[src/common/dcache_pkg.sv]
// shared geometry, controller states and address decode for the data cache; use by scoped name

package dcache_pkg;

  // --------------------------------------------------
  // cpu port widths
  // --------------------------------------------------
  localparam int ADDR_W     = 32;                  // byte address
  localparam int DATA_W     = 64;                  // one cpu word
  localparam int STRB_W     = DATA_W / 8;          // byte strobes per word

  // --------------------------------------------------
  // cache geometry
  // --------------------------------------------------
  localparam int LINE_BYTES = 32;
  localparam int LINE_W     = LINE_BYTES * 8;      // 256 bit line
  localparam int BEATS      = LINE_W / DATA_W;     // burst length on the line bus
  localparam int BEAT_W     = $clog2(BEATS);       // beat counter and word select
  localparam int SETS       = 64;
  localparam int INDEX_W    = $clog2(SETS);
  localparam int OFFSET_W   = $clog2(LINE_BYTES);
  localparam int TAG_W      = ADDR_W - INDEX_W - OFFSET_W;
  localparam int WAYS       = 2;

  // --------------------------------------------------
  // controller FSM
  // --------------------------------------------------
  typedef enum logic [2:0] {
    IDLE       = 3'd0,                             // waiting for a cpu strobe
    LOOKUP     = 3'd1,                             // tag compare on both ways
    WRITEBACK  = 3'd2,                             // dirty victim out to memory
    REFILL_REQ = 3'd3,                             // line read request held
    REFILL     = 3'd4                              // collecting return beats
  } cache_state_e;

  // --------------------------------------------------
  // address word, raw or split into lookup fields
  // --------------------------------------------------
  typedef union packed {
    logic [ADDR_W-1:0] word;                       // as driven onto the memory bus
    struct packed {
      logic [TAG_W-1:0]    tag;
      logic [INDEX_W-1:0]  index;
      logic [OFFSET_W-1:0] offset;                 // [4:3] word, [2:0] byte
    } f;
  } cache_addr_u;

endpackage

[src/cache_ctrl/cache_ctrl.sv]
// blocking cache controller: request latch, hit combine, victim choice, write-back and refill FSM

`timescale 1ns/1ps

module cache_ctrl (
  input  logic                                 i_clk,
  input  logic                                 i_rst,
  // cpu side
  input  logic                                 i_valid,       // one cycle strobe
  input  logic                                 i_op,          // 1 = store
  input  logic [dcache_pkg::ADDR_W-1:0]        i_addr,
  input  logic [dcache_pkg::STRB_W-1:0]        i_wstrb,
  input  logic [dcache_pkg::DATA_W-1:0]        i_wdata,
  output logic                                 o_busy,
  output logic                                 o_data_ok,
  output logic [dcache_pkg::DATA_W-1:0]        o_rdata,
  // from the way banks
  input  logic [dcache_pkg::WAYS-1:0]          i_hit,
  input  logic [dcache_pkg::WAYS-1:0]          i_way_valid,
  input  logic [dcache_pkg::WAYS-1:0]          i_way_dirty,
  input  logic [dcache_pkg::TAG_W-1:0]         i_way_tag0,
  input  logic [dcache_pkg::TAG_W-1:0]         i_way_tag1,
  input  logic [dcache_pkg::LINE_W-1:0]        i_way_line0,
  input  logic [dcache_pkg::LINE_W-1:0]        i_way_line1,
  // to the way banks
  output logic [dcache_pkg::INDEX_W-1:0]       o_index,
  output logic [dcache_pkg::TAG_W-1:0]         o_req_tag,
  output logic [dcache_pkg::WAYS-1:0]          o_store_en,
  output logic [dcache_pkg::BEAT_W-1:0]        o_word_sel,
  output logic [dcache_pkg::STRB_W-1:0]        o_wstrb,
  output logic [dcache_pkg::DATA_W-1:0]        o_wdata,
  output logic [dcache_pkg::WAYS-1:0]          o_beat_en,
  output logic [dcache_pkg::BEAT_W-1:0]        o_beat_sel,
  output logic [dcache_pkg::DATA_W-1:0]        o_beat_data,
  output logic [dcache_pkg::WAYS-1:0]          o_fill_done,
  // memory read channel
  output logic                                 o_rd_req,
  output logic [dcache_pkg::ADDR_W-1:0]        o_rd_addr,
  input  logic                                 i_rd_rdy,
  input  logic                                 i_ret_valid,
  input  logic                                 i_ret_last,
  input  logic [dcache_pkg::DATA_W-1:0]        i_ret_data,
  // memory write channel
  output logic                                 o_wr_req,
  output logic [dcache_pkg::ADDR_W-1:0]        o_wr_addr,
  output logic [dcache_pkg::LINE_W-1:0]        o_wr_data,
  input  logic                                 i_wr_rdy
);

  dcache_pkg::cache_state_e          state_q;
  dcache_pkg::cache_state_e          state_d;

  // request latch
  dcache_pkg::cache_addr_u           req_addr_q;
  logic                              req_op_q;
  logic [dcache_pkg::STRB_W-1:0]     req_wstrb_q;
  logic [dcache_pkg::DATA_W-1:0]     req_wdata_q;

  // miss bookkeeping
  logic                              victim_q;
  logic [dcache_pkg::BEAT_W-1:0]     beat_cnt_q;
  logic [dcache_pkg::SETS-1:0]       rr_q;           // round-robin bit per set

  logic                              accept;
  logic                              lookup;
  logic                              any_hit;
  logic                              victim_d;
  logic                              beat_go;
  logic                              fill_go;
  logic [dcache_pkg::LINE_W-1:0]     hit_line;
  logic [dcache_pkg::TAG_W-1:0]      victim_tag;
  dcache_pkg::cache_addr_u           rd_addr;
  dcache_pkg::cache_addr_u           wr_addr;

  assign accept  = (state_q == dcache_pkg::IDLE) && i_valid;
  assign lookup  = (state_q == dcache_pkg::LOOKUP);
  assign any_hit = |i_hit;
  assign beat_go = (state_q == dcache_pkg::REFILL) && i_ret_valid;
  assign fill_go = beat_go && i_ret_last;

  // --------------------------------------------------
  // victim choice, invalid way first
  // --------------------------------------------------
  always_comb begin
    if (!i_way_valid[0]) begin
      victim_d = 1'b0;
    end else if (!i_way_valid[1]) begin
      victim_d = 1'b1;
    end else begin
      victim_d = rr_q[req_addr_q.f.index];
    end
  end

  // --------------------------------------------------
  // FSM
  // --------------------------------------------------
  always_comb begin
    state_d = state_q;
    case (state_q)
      dcache_pkg::IDLE: begin
        if (i_valid) state_d = dcache_pkg::LOOKUP;
      end
      dcache_pkg::LOOKUP: begin
        if (any_hit) begin
          state_d = dcache_pkg::IDLE;
        end else if (i_way_valid[victim_d] && i_way_dirty[victim_d]) begin
          state_d = dcache_pkg::WRITEBACK;
        end else begin
          state_d = dcache_pkg::REFILL_REQ;
        end
      end
      dcache_pkg::WRITEBACK: begin
        if (i_wr_rdy) state_d = dcache_pkg::REFILL_REQ;
      end
      dcache_pkg::REFILL_REQ: begin
        if (i_rd_rdy) state_d = dcache_pkg::REFILL;
      end
      dcache_pkg::REFILL: begin
        if (fill_go) state_d = dcache_pkg::LOOKUP;   // replay, now hits
      end
      default: state_d = dcache_pkg::IDLE;
    endcase
  end

  always_ff @(posedge i_clk) begin
    if (i_rst) begin
      state_q    <= dcache_pkg::IDLE;
      victim_q   <= 1'b0;
      beat_cnt_q <= '0;
      rr_q       <= '0;
    end else begin
      state_q <= state_d;
      if (lookup && !any_hit) victim_q <= victim_d;  // held for the whole miss
      if (state_q == dcache_pkg::REFILL_REQ) begin
        beat_cnt_q <= '0;
      end else if (beat_go) begin
        beat_cnt_q <= beat_cnt_q + 1'b1;
      end
      if (fill_go) rr_q[req_addr_q.f.index] <= ~rr_q[req_addr_q.f.index];
    end
  end

  always_ff @(posedge i_clk) begin
    if (accept) begin
      req_addr_q.word <= i_addr;
      req_op_q        <= i_op;
      req_wstrb_q     <= i_wstrb;
      req_wdata_q     <= i_wdata;
    end
  end

  // --------------------------------------------------
  // cpu response and bank steering
  // --------------------------------------------------
  assign hit_line  = i_hit[1] ? i_way_line1 : i_way_line0;
  assign o_busy    = (state_q != dcache_pkg::IDLE);
  assign o_data_ok = lookup && any_hit;
  assign o_rdata   = hit_line[int'(o_word_sel)*dcache_pkg::DATA_W +: dcache_pkg::DATA_W];

  assign o_index     = req_addr_q.f.index;
  assign o_req_tag   = req_addr_q.f.tag;
  assign o_word_sel  = req_addr_q.f.offset[dcache_pkg::OFFSET_W-1 -: dcache_pkg::BEAT_W];
  assign o_wstrb     = req_wstrb_q;
  assign o_wdata     = req_wdata_q;
  assign o_store_en  = (lookup && req_op_q) ? i_hit : '0;   // written at the end of lookup
  assign o_beat_en   = beat_go ? {victim_q, ~victim_q} : '0;
  assign o_beat_sel  = beat_cnt_q;
  assign o_beat_data = i_ret_data;
  assign o_fill_done = fill_go ? {victim_q, ~victim_q} : '0;

  // --------------------------------------------------
  // memory bus, line aligned addresses
  // --------------------------------------------------
  assign victim_tag = victim_q ? i_way_tag1 : i_way_tag0;

  always_comb begin
    rd_addr.f.tag    = req_addr_q.f.tag;
    rd_addr.f.index  = req_addr_q.f.index;
    rd_addr.f.offset = '0;
    wr_addr.f.tag    = victim_tag;                    // victim's own line
    wr_addr.f.index  = req_addr_q.f.index;
    wr_addr.f.offset = '0;
  end

  assign o_rd_req  = (state_q == dcache_pkg::REFILL_REQ);
  assign o_rd_addr = rd_addr.word;
  assign o_wr_req  = (state_q == dcache_pkg::WRITEBACK);
  assign o_wr_addr = wr_addr.word;
  assign o_wr_data = victim_q ? i_way_line1 : i_way_line0;

endmodule

[config.mk]
export PLATFORM = sky130hd
export DESIGN_NAME = cache_ctrl
export DESIGN_NICKNAME = d
export VERILOG_FILES = /design/src/common/dcache_pkg.sv /design/src/cache_ctrl/cache_ctrl.sv
export SDC_FILE = /design/constraint.sdc
export NUM_CORES = 1
export LEC_CHECK = 0
export BUFFER_PORTS_ARGS = -buffer_cell sky130_fd_sc_hd__buf_2
export CORE_AREA = 2 2 498 500
export DETAILED_ROUTE_END_ITERATION = 8
export DIE_AREA = 0 0 500 502
export SLEW_MARGIN = 30
export SYNTH_ARGS = -nofsm -noshare
export SYNTH_HDL_FRONTEND = slang
export SYNTH_SLANG_ARGS = --single-unit
[constraint.sdc]
create_clock -name i_clk -period 5.8 [get_ports i_clk]
set_input_delay 0.29 -clock i_clk [delete_from_list [all_inputs] [get_ports i_clk]]
set_output_delay 0.29 -clock i_clk [all_outputs]
set_load 0.02 [all_outputs]
==> results of run 1 <==
-- cell usage after synthesis (7+ instances only) --
cell,number
nor2_1,15
nand3b_1,10
clkbuf_1,82
and2b_1,50
a21oi_1,7
mux2_2,342
mux4_2,129
buf_2,13
edfxtp_1,102
nand2_1,83
buf_4,109
nor2b_1,21
mux2i_1,20
o41ai_1,65
o21ai_0,65
buf_1,19
nor3_1,8
buf_6,8
nand3_1,13
dfxtp_1,70
-- kinds of logic (layout without fill, tap and decap cells) --
family | after synthesis | count (layout)
simple gates | 229 | 229
other cells | 1 | 104
mux | 493 | 493
flops | 172 | 172
compound gates | 163 | 163
xor+xnor | 2 | 2
buf+inv | 234 | 1298
-- worst min path at each step --
stage / endpoint / slack (ps) / start
3_3_place_gp: req_addr_q[8]$_DFFE_PP_ / 470 / i_addr[8]
4_1_cts: o_wdata[48]$_DFFE_PP_ / 4 / i_wdata[48]
6_report: o_wdata[8]$_DFFE_PP_ / 40 / i_wdata[8]
2_1_floorplan: o_wdata[0]$_DFFE_PP_ / 390 / i_wdata[0]
3_5_place_dp: o_wdata[38]$_DFFE_PP_ / 470 / i_wdata[38]
5_1_grt: o_wdata[48]$_DFFE_PP_ / 1 / i_wdata[48]
-- sequential cells by signal, indices dropped and copies added (netlist names) --
signal,count
rr_q,64
o_wdata,64
o_beat_sel,2
req_op_q,1
state_q,3
victim_q,1
o_wstrb,8
req_addr_q,29
-- routing by layer --
layer  wire, um  track usage (%)  vias to the layer above
li1           -                -                     7163
met2      99900             26.6                     1517
met5        633             1.35                        -
met4       8520             5.65                       36
met1      73000             16.4                     9108
met3      25500             8.24                      337
-- power groups by stage --
stage / Clock [W] / Combinational (W) / Sequential (W)
after floorplan: 0 / 0.000968 / 0.00152
after global placement: 0 / 0.00222 / 0.00147
after detailed placement: 0 / 0.00223 / 0.00147
after CTS: 0.00126 / 0.00230 / 0.00144
after global routing: 0.00131 / 0.00235 / 0.00145
final: 0.00122 / 0.00225 / 0.00144
-- timing repair --
item,CTS,global route
hold endpoints to repair,86,3
hold buffers,86,3
gates resized for setup,0,0
-- layout make-up --
class                      instances  area share [%]
antenna                           94           0.912
clock buffer                      18            1.66
clock inverter                    14           0.587
inverter                           3          0.0437
multi-input combinational        897            37.0
sequential                       172            17.3
tap                             3220            15.6
timing repair buffer            1263            26.8
-- per-stage QoR --
| stage | utilization (%) | std cells | instance area, um^2 | worst slack (ps) | total power, W |
|---|---|---|---|---|---|
| 3_5_place_dp | 9.80 | 5465 | 24000 | 2050 | 0.00370 |
| 6_report | 10.5 | 5681 | 25800 | 2000 | 0.00491 |
| 5_1_grt | 10.5 | 5663 | 25700 | 1830 | 0.00511 |
| 4_1_cts | 10.4 | 5583 | 25500 | 2020 | 0.00500 |
| 3_3_place_gp | 9.80 | 5464 | 24000 | 1980 | 0.00368 |
| 2_1_floorplan | - | 1303 | 15300 | 17.7 | 0.00248 |
==> results.txt, run 1 <==
Outcome - finished, final reports clean
Hold Path Class - in -> reg
Largest family of logic cells by synthesized area - multiplexers
Setup tns final - 0 ps
Slowest stage delay, CP - 590 ps
Worst Path Arrival - 4220 ps
# nets final - 3,090
Final hold vios - 0
Simple-Gate Fraction of Synth Area - 8.30%
RSZ-0062 raised after global routing - false
Antenna viol nets, final - 0
Synthesized instance count - 1,294
Post-Route WL - 207,000 um
Flop2flop setup slack - 2000 ps
Clock skew - 23.3 ps
Setup-failing EPs final - 0
Reg area - 4470 um^2
Synth Area in Adders - 0%
Clk_lat worst skew - 490 ps
Worst-Margin Slew - 1050 ps
Port-buffer cells - 1,155
Die X - 500 um
Ports - 1,297
Mapped Avg Cell Area - 11.8 um^2
Critical Path End - rr_q[34]$_SDFFE_PP0P_
Cell mode on critical path - buf_4
GR Overflow Total - 0
Worst slew margin - 29.3%
Maximum buffer depth of the clock tree - 2
R2r worst-path depth - 8
Int Power - 0.00269 W
Multi-input gate area - 9550 um^2
Commonest non-fill, non-tap cell in the layout - buf_2
Mapped Area - 15,300 um^2
Largest net degree at the start of global routing - 156
Worst path slowest cell - buf_4
Mux cell area share after synthesis - 45.8%
Final cycle utilization of the critical path - 65.5%
Top cell type's share of synthesized area - 25.2%
Compound-Gate Fraction of Synth Area - 7.58%
Minimum clock period - 3800 ps
Critical path launch point type - flop
Reg2reg end - rr_q[34]$_SDFFE_PP0P_
WS Path Type - reg -> reg
Clk network pwr share - 24.8%
Post-synth top flop - edfxtp_1
Worst-path cell chain - buf_4 > mux2_4 > a221o_1 > a22oi_2 > o2111ai_4 > buf_4 > o41ai_1 > and2b_1
Hold slack - 38.1 ps
CP top delay family - compound AO/OA/AOI/OAI gates
Worst setup EP type - flop
First-pass GRT wire length - 242,000 um
Xor/xnor share of the synthesized area - 0.115%
Reg clk slew, reported paths - 80 ps
Via density per instance - 3.20
Most frequent cells in the layout - 1,154 x buf_2, 342 x mux2_2, 129 x mux4_2
Core area - 245,000 um^2
P_sw - 0.00221 W
Max_cap viols - 0
Crit Path Max Fanout - 45
CTS Buf Count - 17
Most area-hungry cell type in the Yosys netlist - mux2_2
Initial antenna violation count - 148
R2R Path Start - req_addr_q[5]$_DFFE_PP_
TritonRoute pass-1 iters - 5
CTS tree - yes
CP required - 6230 ps
Share of flip-flops with an asynchronous set or reset - 0%
CP startpoint - req_addr_q[5]$_DFFE_PP_
Die Y-Extent - 502 um
Root Driver - clkbuf_16
Hold Path Depth - 1
Setup bufs post-CTS - 0
Largest cells by area after synthesis - mux2_2 25%, edfxtp_1 20%, mux4_2 19%, dfxtp_1 9.2%, buf_4 5.4%
Die footprint - 251,000 um^2
DR vias - 18,200
Drt drc - 0
Synth-to-Final Area Change - 69.0%
Gate power share - 45.9%
Warnings, synthesis - 0
EDFF count, synth - 102
Seq/Total Area, Yosys - 29.3%
Share of post-route cells with drive strength above 1 - 71.6%
Fillers - 28,300
Tot GR Track Use - 15.7%
Seq pwr share - 29.4%
Worst vdd ir - 0.214 mV
Initial Util - 6.22%
CP Depth - 8
Switching Share - 45.1%
Leakage power - 9.98 nW
Pins Over Slew Limit - 0
Final HPWL DP - 186,000 um
DRT iter0 DRCs - 1,614
Row cnt - 182
#FFs+latches synth - 172
PD cells - 190 nW/um^2
Vias in the first global route - 17,400
Placer Congestion - 1.03
CP bufs+invs - 2
Fmax - 263 MHz
H-Tree Depth - 4
Avg WL per Cell - 36.5 um
Synth cell types - 59
Sink Count - 172
(Power assumes the default switching activity.)
==> run 2: changes to the inputs <==
- clock period: 5.8 -> 3.6 ns (I/O delays scaled with it)
==> run 2 against run 1 <==
Non-clock buffer count increased by 60. Critical path depth is 1 lower. Cell count grew 0.48%. Cell area rose by 2.0%. Wire length up 2.5%. Critical endpoint is now state_q[0]$_SDFFE_PP0P_.
==> results.txt, run 2 (synthesis results as in run 1) <==
Outcome - finished, final reports clean (unchanged)
Worst-path cell chain - buf_4 > mux2_1 > nand2_1 > a21oi_1 > o31ai_1 > a31oi_1 > o41ai_1 (was buf_4 > mux2_4 > a221o_1 > a22oi_2 > o2111ai_4 > buf_4 > o41ai_1 > and2b_1)
Worst-Margin Slew - 972 ps (was 1050 ps)
GR Overflow Total - 0 (unchanged)
Met2 WL - 100,000 um (was 99,900 um)
Die X - 500 um (unchanged)
Fmax - 306 MHz (was 263 MHz)
Ports - 1,297 (unchanged)
Setup WS pre-CTS - 296 ps (was 2050 ps)
Initial antenna violation count - 168 (was 148)
Tot GR Track Use - 16.1% (was 15.7%)
Crit Path Max Fanout - 22 (was 45)
PD cells - 308 nW/um^2 (was 190 nW/um^2)
Setup bufs post-CTS - 0 (unchanged)
Minimum clock period - 3260 ps (was 3800 ps)
Critical path launch point type - flop (unchanged)
Clk_lat worst skew - 490 ps (about the same)
Antenna viol nets, final - 0 (unchanged)
Slowest stage delay, CP - 860 ps (was 590 ps)
Worst path slowest cell - edfxtp_1 (was buf_4)
Final HPWL DP - 193,000 um (was 186,000 um)
Worst setup EP type - flop (unchanged)
Leakage power - 10.3 nW (was 9.98 nW)
Sink Count - 172 (unchanged)
Largest net degree at the start of global routing - 111 (was 156)
Die footprint - 251,000 um^2 (unchanged)
Max_cap viols - 0 (unchanged)
R2R Path Start - req_addr_q[5]$_DFFE_PP_ (unchanged)
Pins Over Slew Limit - 0 (unchanged)
Clock skew - 28.5 ps (was 23.3 ps)
Via density per instance - 3.22 (was 3.20)
Drt drc - 0 (unchanged)
Row cnt - 182 (unchanged)
Final core utilization - 10.7% (was 10.5%)
DR vias - 18,400 (was 18,200)
CTS tree - yes (unchanged)
Worst setup margin - 336 ps (was 2000 ps)
Vias in the first global route - 17,600 (was 17,400)
Avg WL per Cell - 37.3 um (was 36.5 um)
Reg clk slew, reported paths - 90 ps (was 80 ps)
Uppermost layer routed - met5 (unchanged)
Share of post-route cells with drive strength above 1 - 71.6% (about the same)
DRT iter0 DRCs - 1,537 (was 1,614)
First-pass GRT wire length - 248,000 um (was 242,000 um)
Post-cts resize count - 0 (unchanged)
TritonRoute pass-1 iters - 7 (was 5)
Core area - 245,000 um^2 (unchanged)
Port-buffer cells - 1,155 (unchanged)
# nets final - 3,150 (was 3,090)
Maximum buffer depth of the clock tree - 2 (unchanged)
Final hold vios - 0 (unchanged)
Hold Path Class - in -> reg (unchanged)
RSZ-0062 raised after global routing - false (unchanged)
Root Driver - clkbuf_16 (unchanged)
Setup-failing EPs final - 0 (unchanged)
Hold slack - 101 ps (was 38.1 ps)
Hold wc startpoint - i_way_valid[1] (was i_wdata[8])
CP required - 3990 ps (was 6230 ps)
Die Y-Extent - 502 um (unchanged)
Most frequent cells in the layout - 1,154 x buf_2, 342 x mux2_2, 129 x mux4_2 (unchanged)
Final cycle utilization of the critical path - 90.7% (was 65.5%)
Worst slew margin - 35.1% (was 29.3%)
Worst vdd ir - 0.275 mV (was 0.214 mV)
Met3 routed WL - 28,500 um (was 25,500 um)
Worst Path Arrival - 3650 ps (was 4220 ps)
Synth-to-Final Area Change - 72.5% (was 69.0%)
CP startpoint - req_addr_q[5]$_DFFE_PP_ (unchanged)
CTS Buf Count - 17 (unchanged)
M1 WL - 74,100 um (was 73,000 um)
Post-Route WL - 213,000 um (was 207,000 um)
Setup tns final - 0 ps (unchanged)
Placer Congestion - 1.04 (was 1.03)
WS Path Type - reg -> reg (unchanged)
H-Tree Depth - 4 (unchanged)
Initial Util - 6.22% (unchanged)
Commonest non-fill, non-tap cell in the layout - buf_2 (unchanged)
[run 2: changes by cell type in the layout (fill, tap and decap cells not counted), moves of 4 or more]
cell / change
inv_12: +4
buf_4: +39
diode_2: -33
dlygate4sd3_1: +15
buf_12: +7
[run 2: final timing paths]
check	to	slack, ps	cells past startpoint
worst max-delay path	state_q[0]$_SDFFE_PP0P_	340	7
worst max register to register	state_q[0]$_SDFFE_PP0P_	340	7
worst min-delay path	victim_q$_SDFFE_PP0P_	100	3
worst min register to register	o_beat_sel[0]$_SDFFE_PP0P_	580	2
[run 2: area by class of cell]
cell class | count | area, um^2
Fill cell | 28200 | 219000
Multi-Input combinational cell | 897 | 9540
Timing Repair Buffer | 1323 | 7470
Sequential cell | 172 | 4470
Tap cell | 3220 | 4030
Clock buffer | 17 | 425
Clock inverter | 15 | 215
Antenna cell | 61 | 153
Inverter | 3 | 11.3
[run 2: worst max-delay path: cells and delay by family (launching register included)]
family,cells,cell delay [ps]
AO/OA/AOI/OAI,4,1400
buffers and inverters,1,440
flip-flops,1,860
multiplexers,1,370
AND/OR/NAND/NOR,1,70
[run 2: routing by layer]
layer | GRT usage [%] | vias up
li1 | - | 7258
met4 | 6.43 | 36
met2 | 26.6 | 1506
met1 | 16.7 | 9218
met3 | 9.20 | 338
met5 | 0.560 | -
[run 2: power breakdown]
part | leakage [nW] | switching [W] | internal (W)
Combinational | 8.46 | 0.00247 | 0.00124
Sequential | 1.54 | 0.0000806 | 0.00222
Clock | 0.309 | 0.00113 | 0.000982
Total | 10.3 | 0.00368 | 0.00443
[run 2: per-stage QoR]
stage | instances | power, W | instance area [um^2]
2_1_floorplan | 1303 | 0.00399 | 15300
3_3_place_gp | 5510 | 0.00598 | 24500
3_5_place_dp | 5511 | 0.00600 | 24500
4_1_cts | 5647 | 0.00828 | 26200
5_1_grt | 5693 | 0.00844 | 26300
6_report | 5708 | 0.00811 | 26300
[run 2: timing repair]
action / 4_1_cts / 5_1_grt
hold buffers: 104 / 0
endpoints found under the hold margin: 104 / 0
setup endpoints to repair: 0 / 0
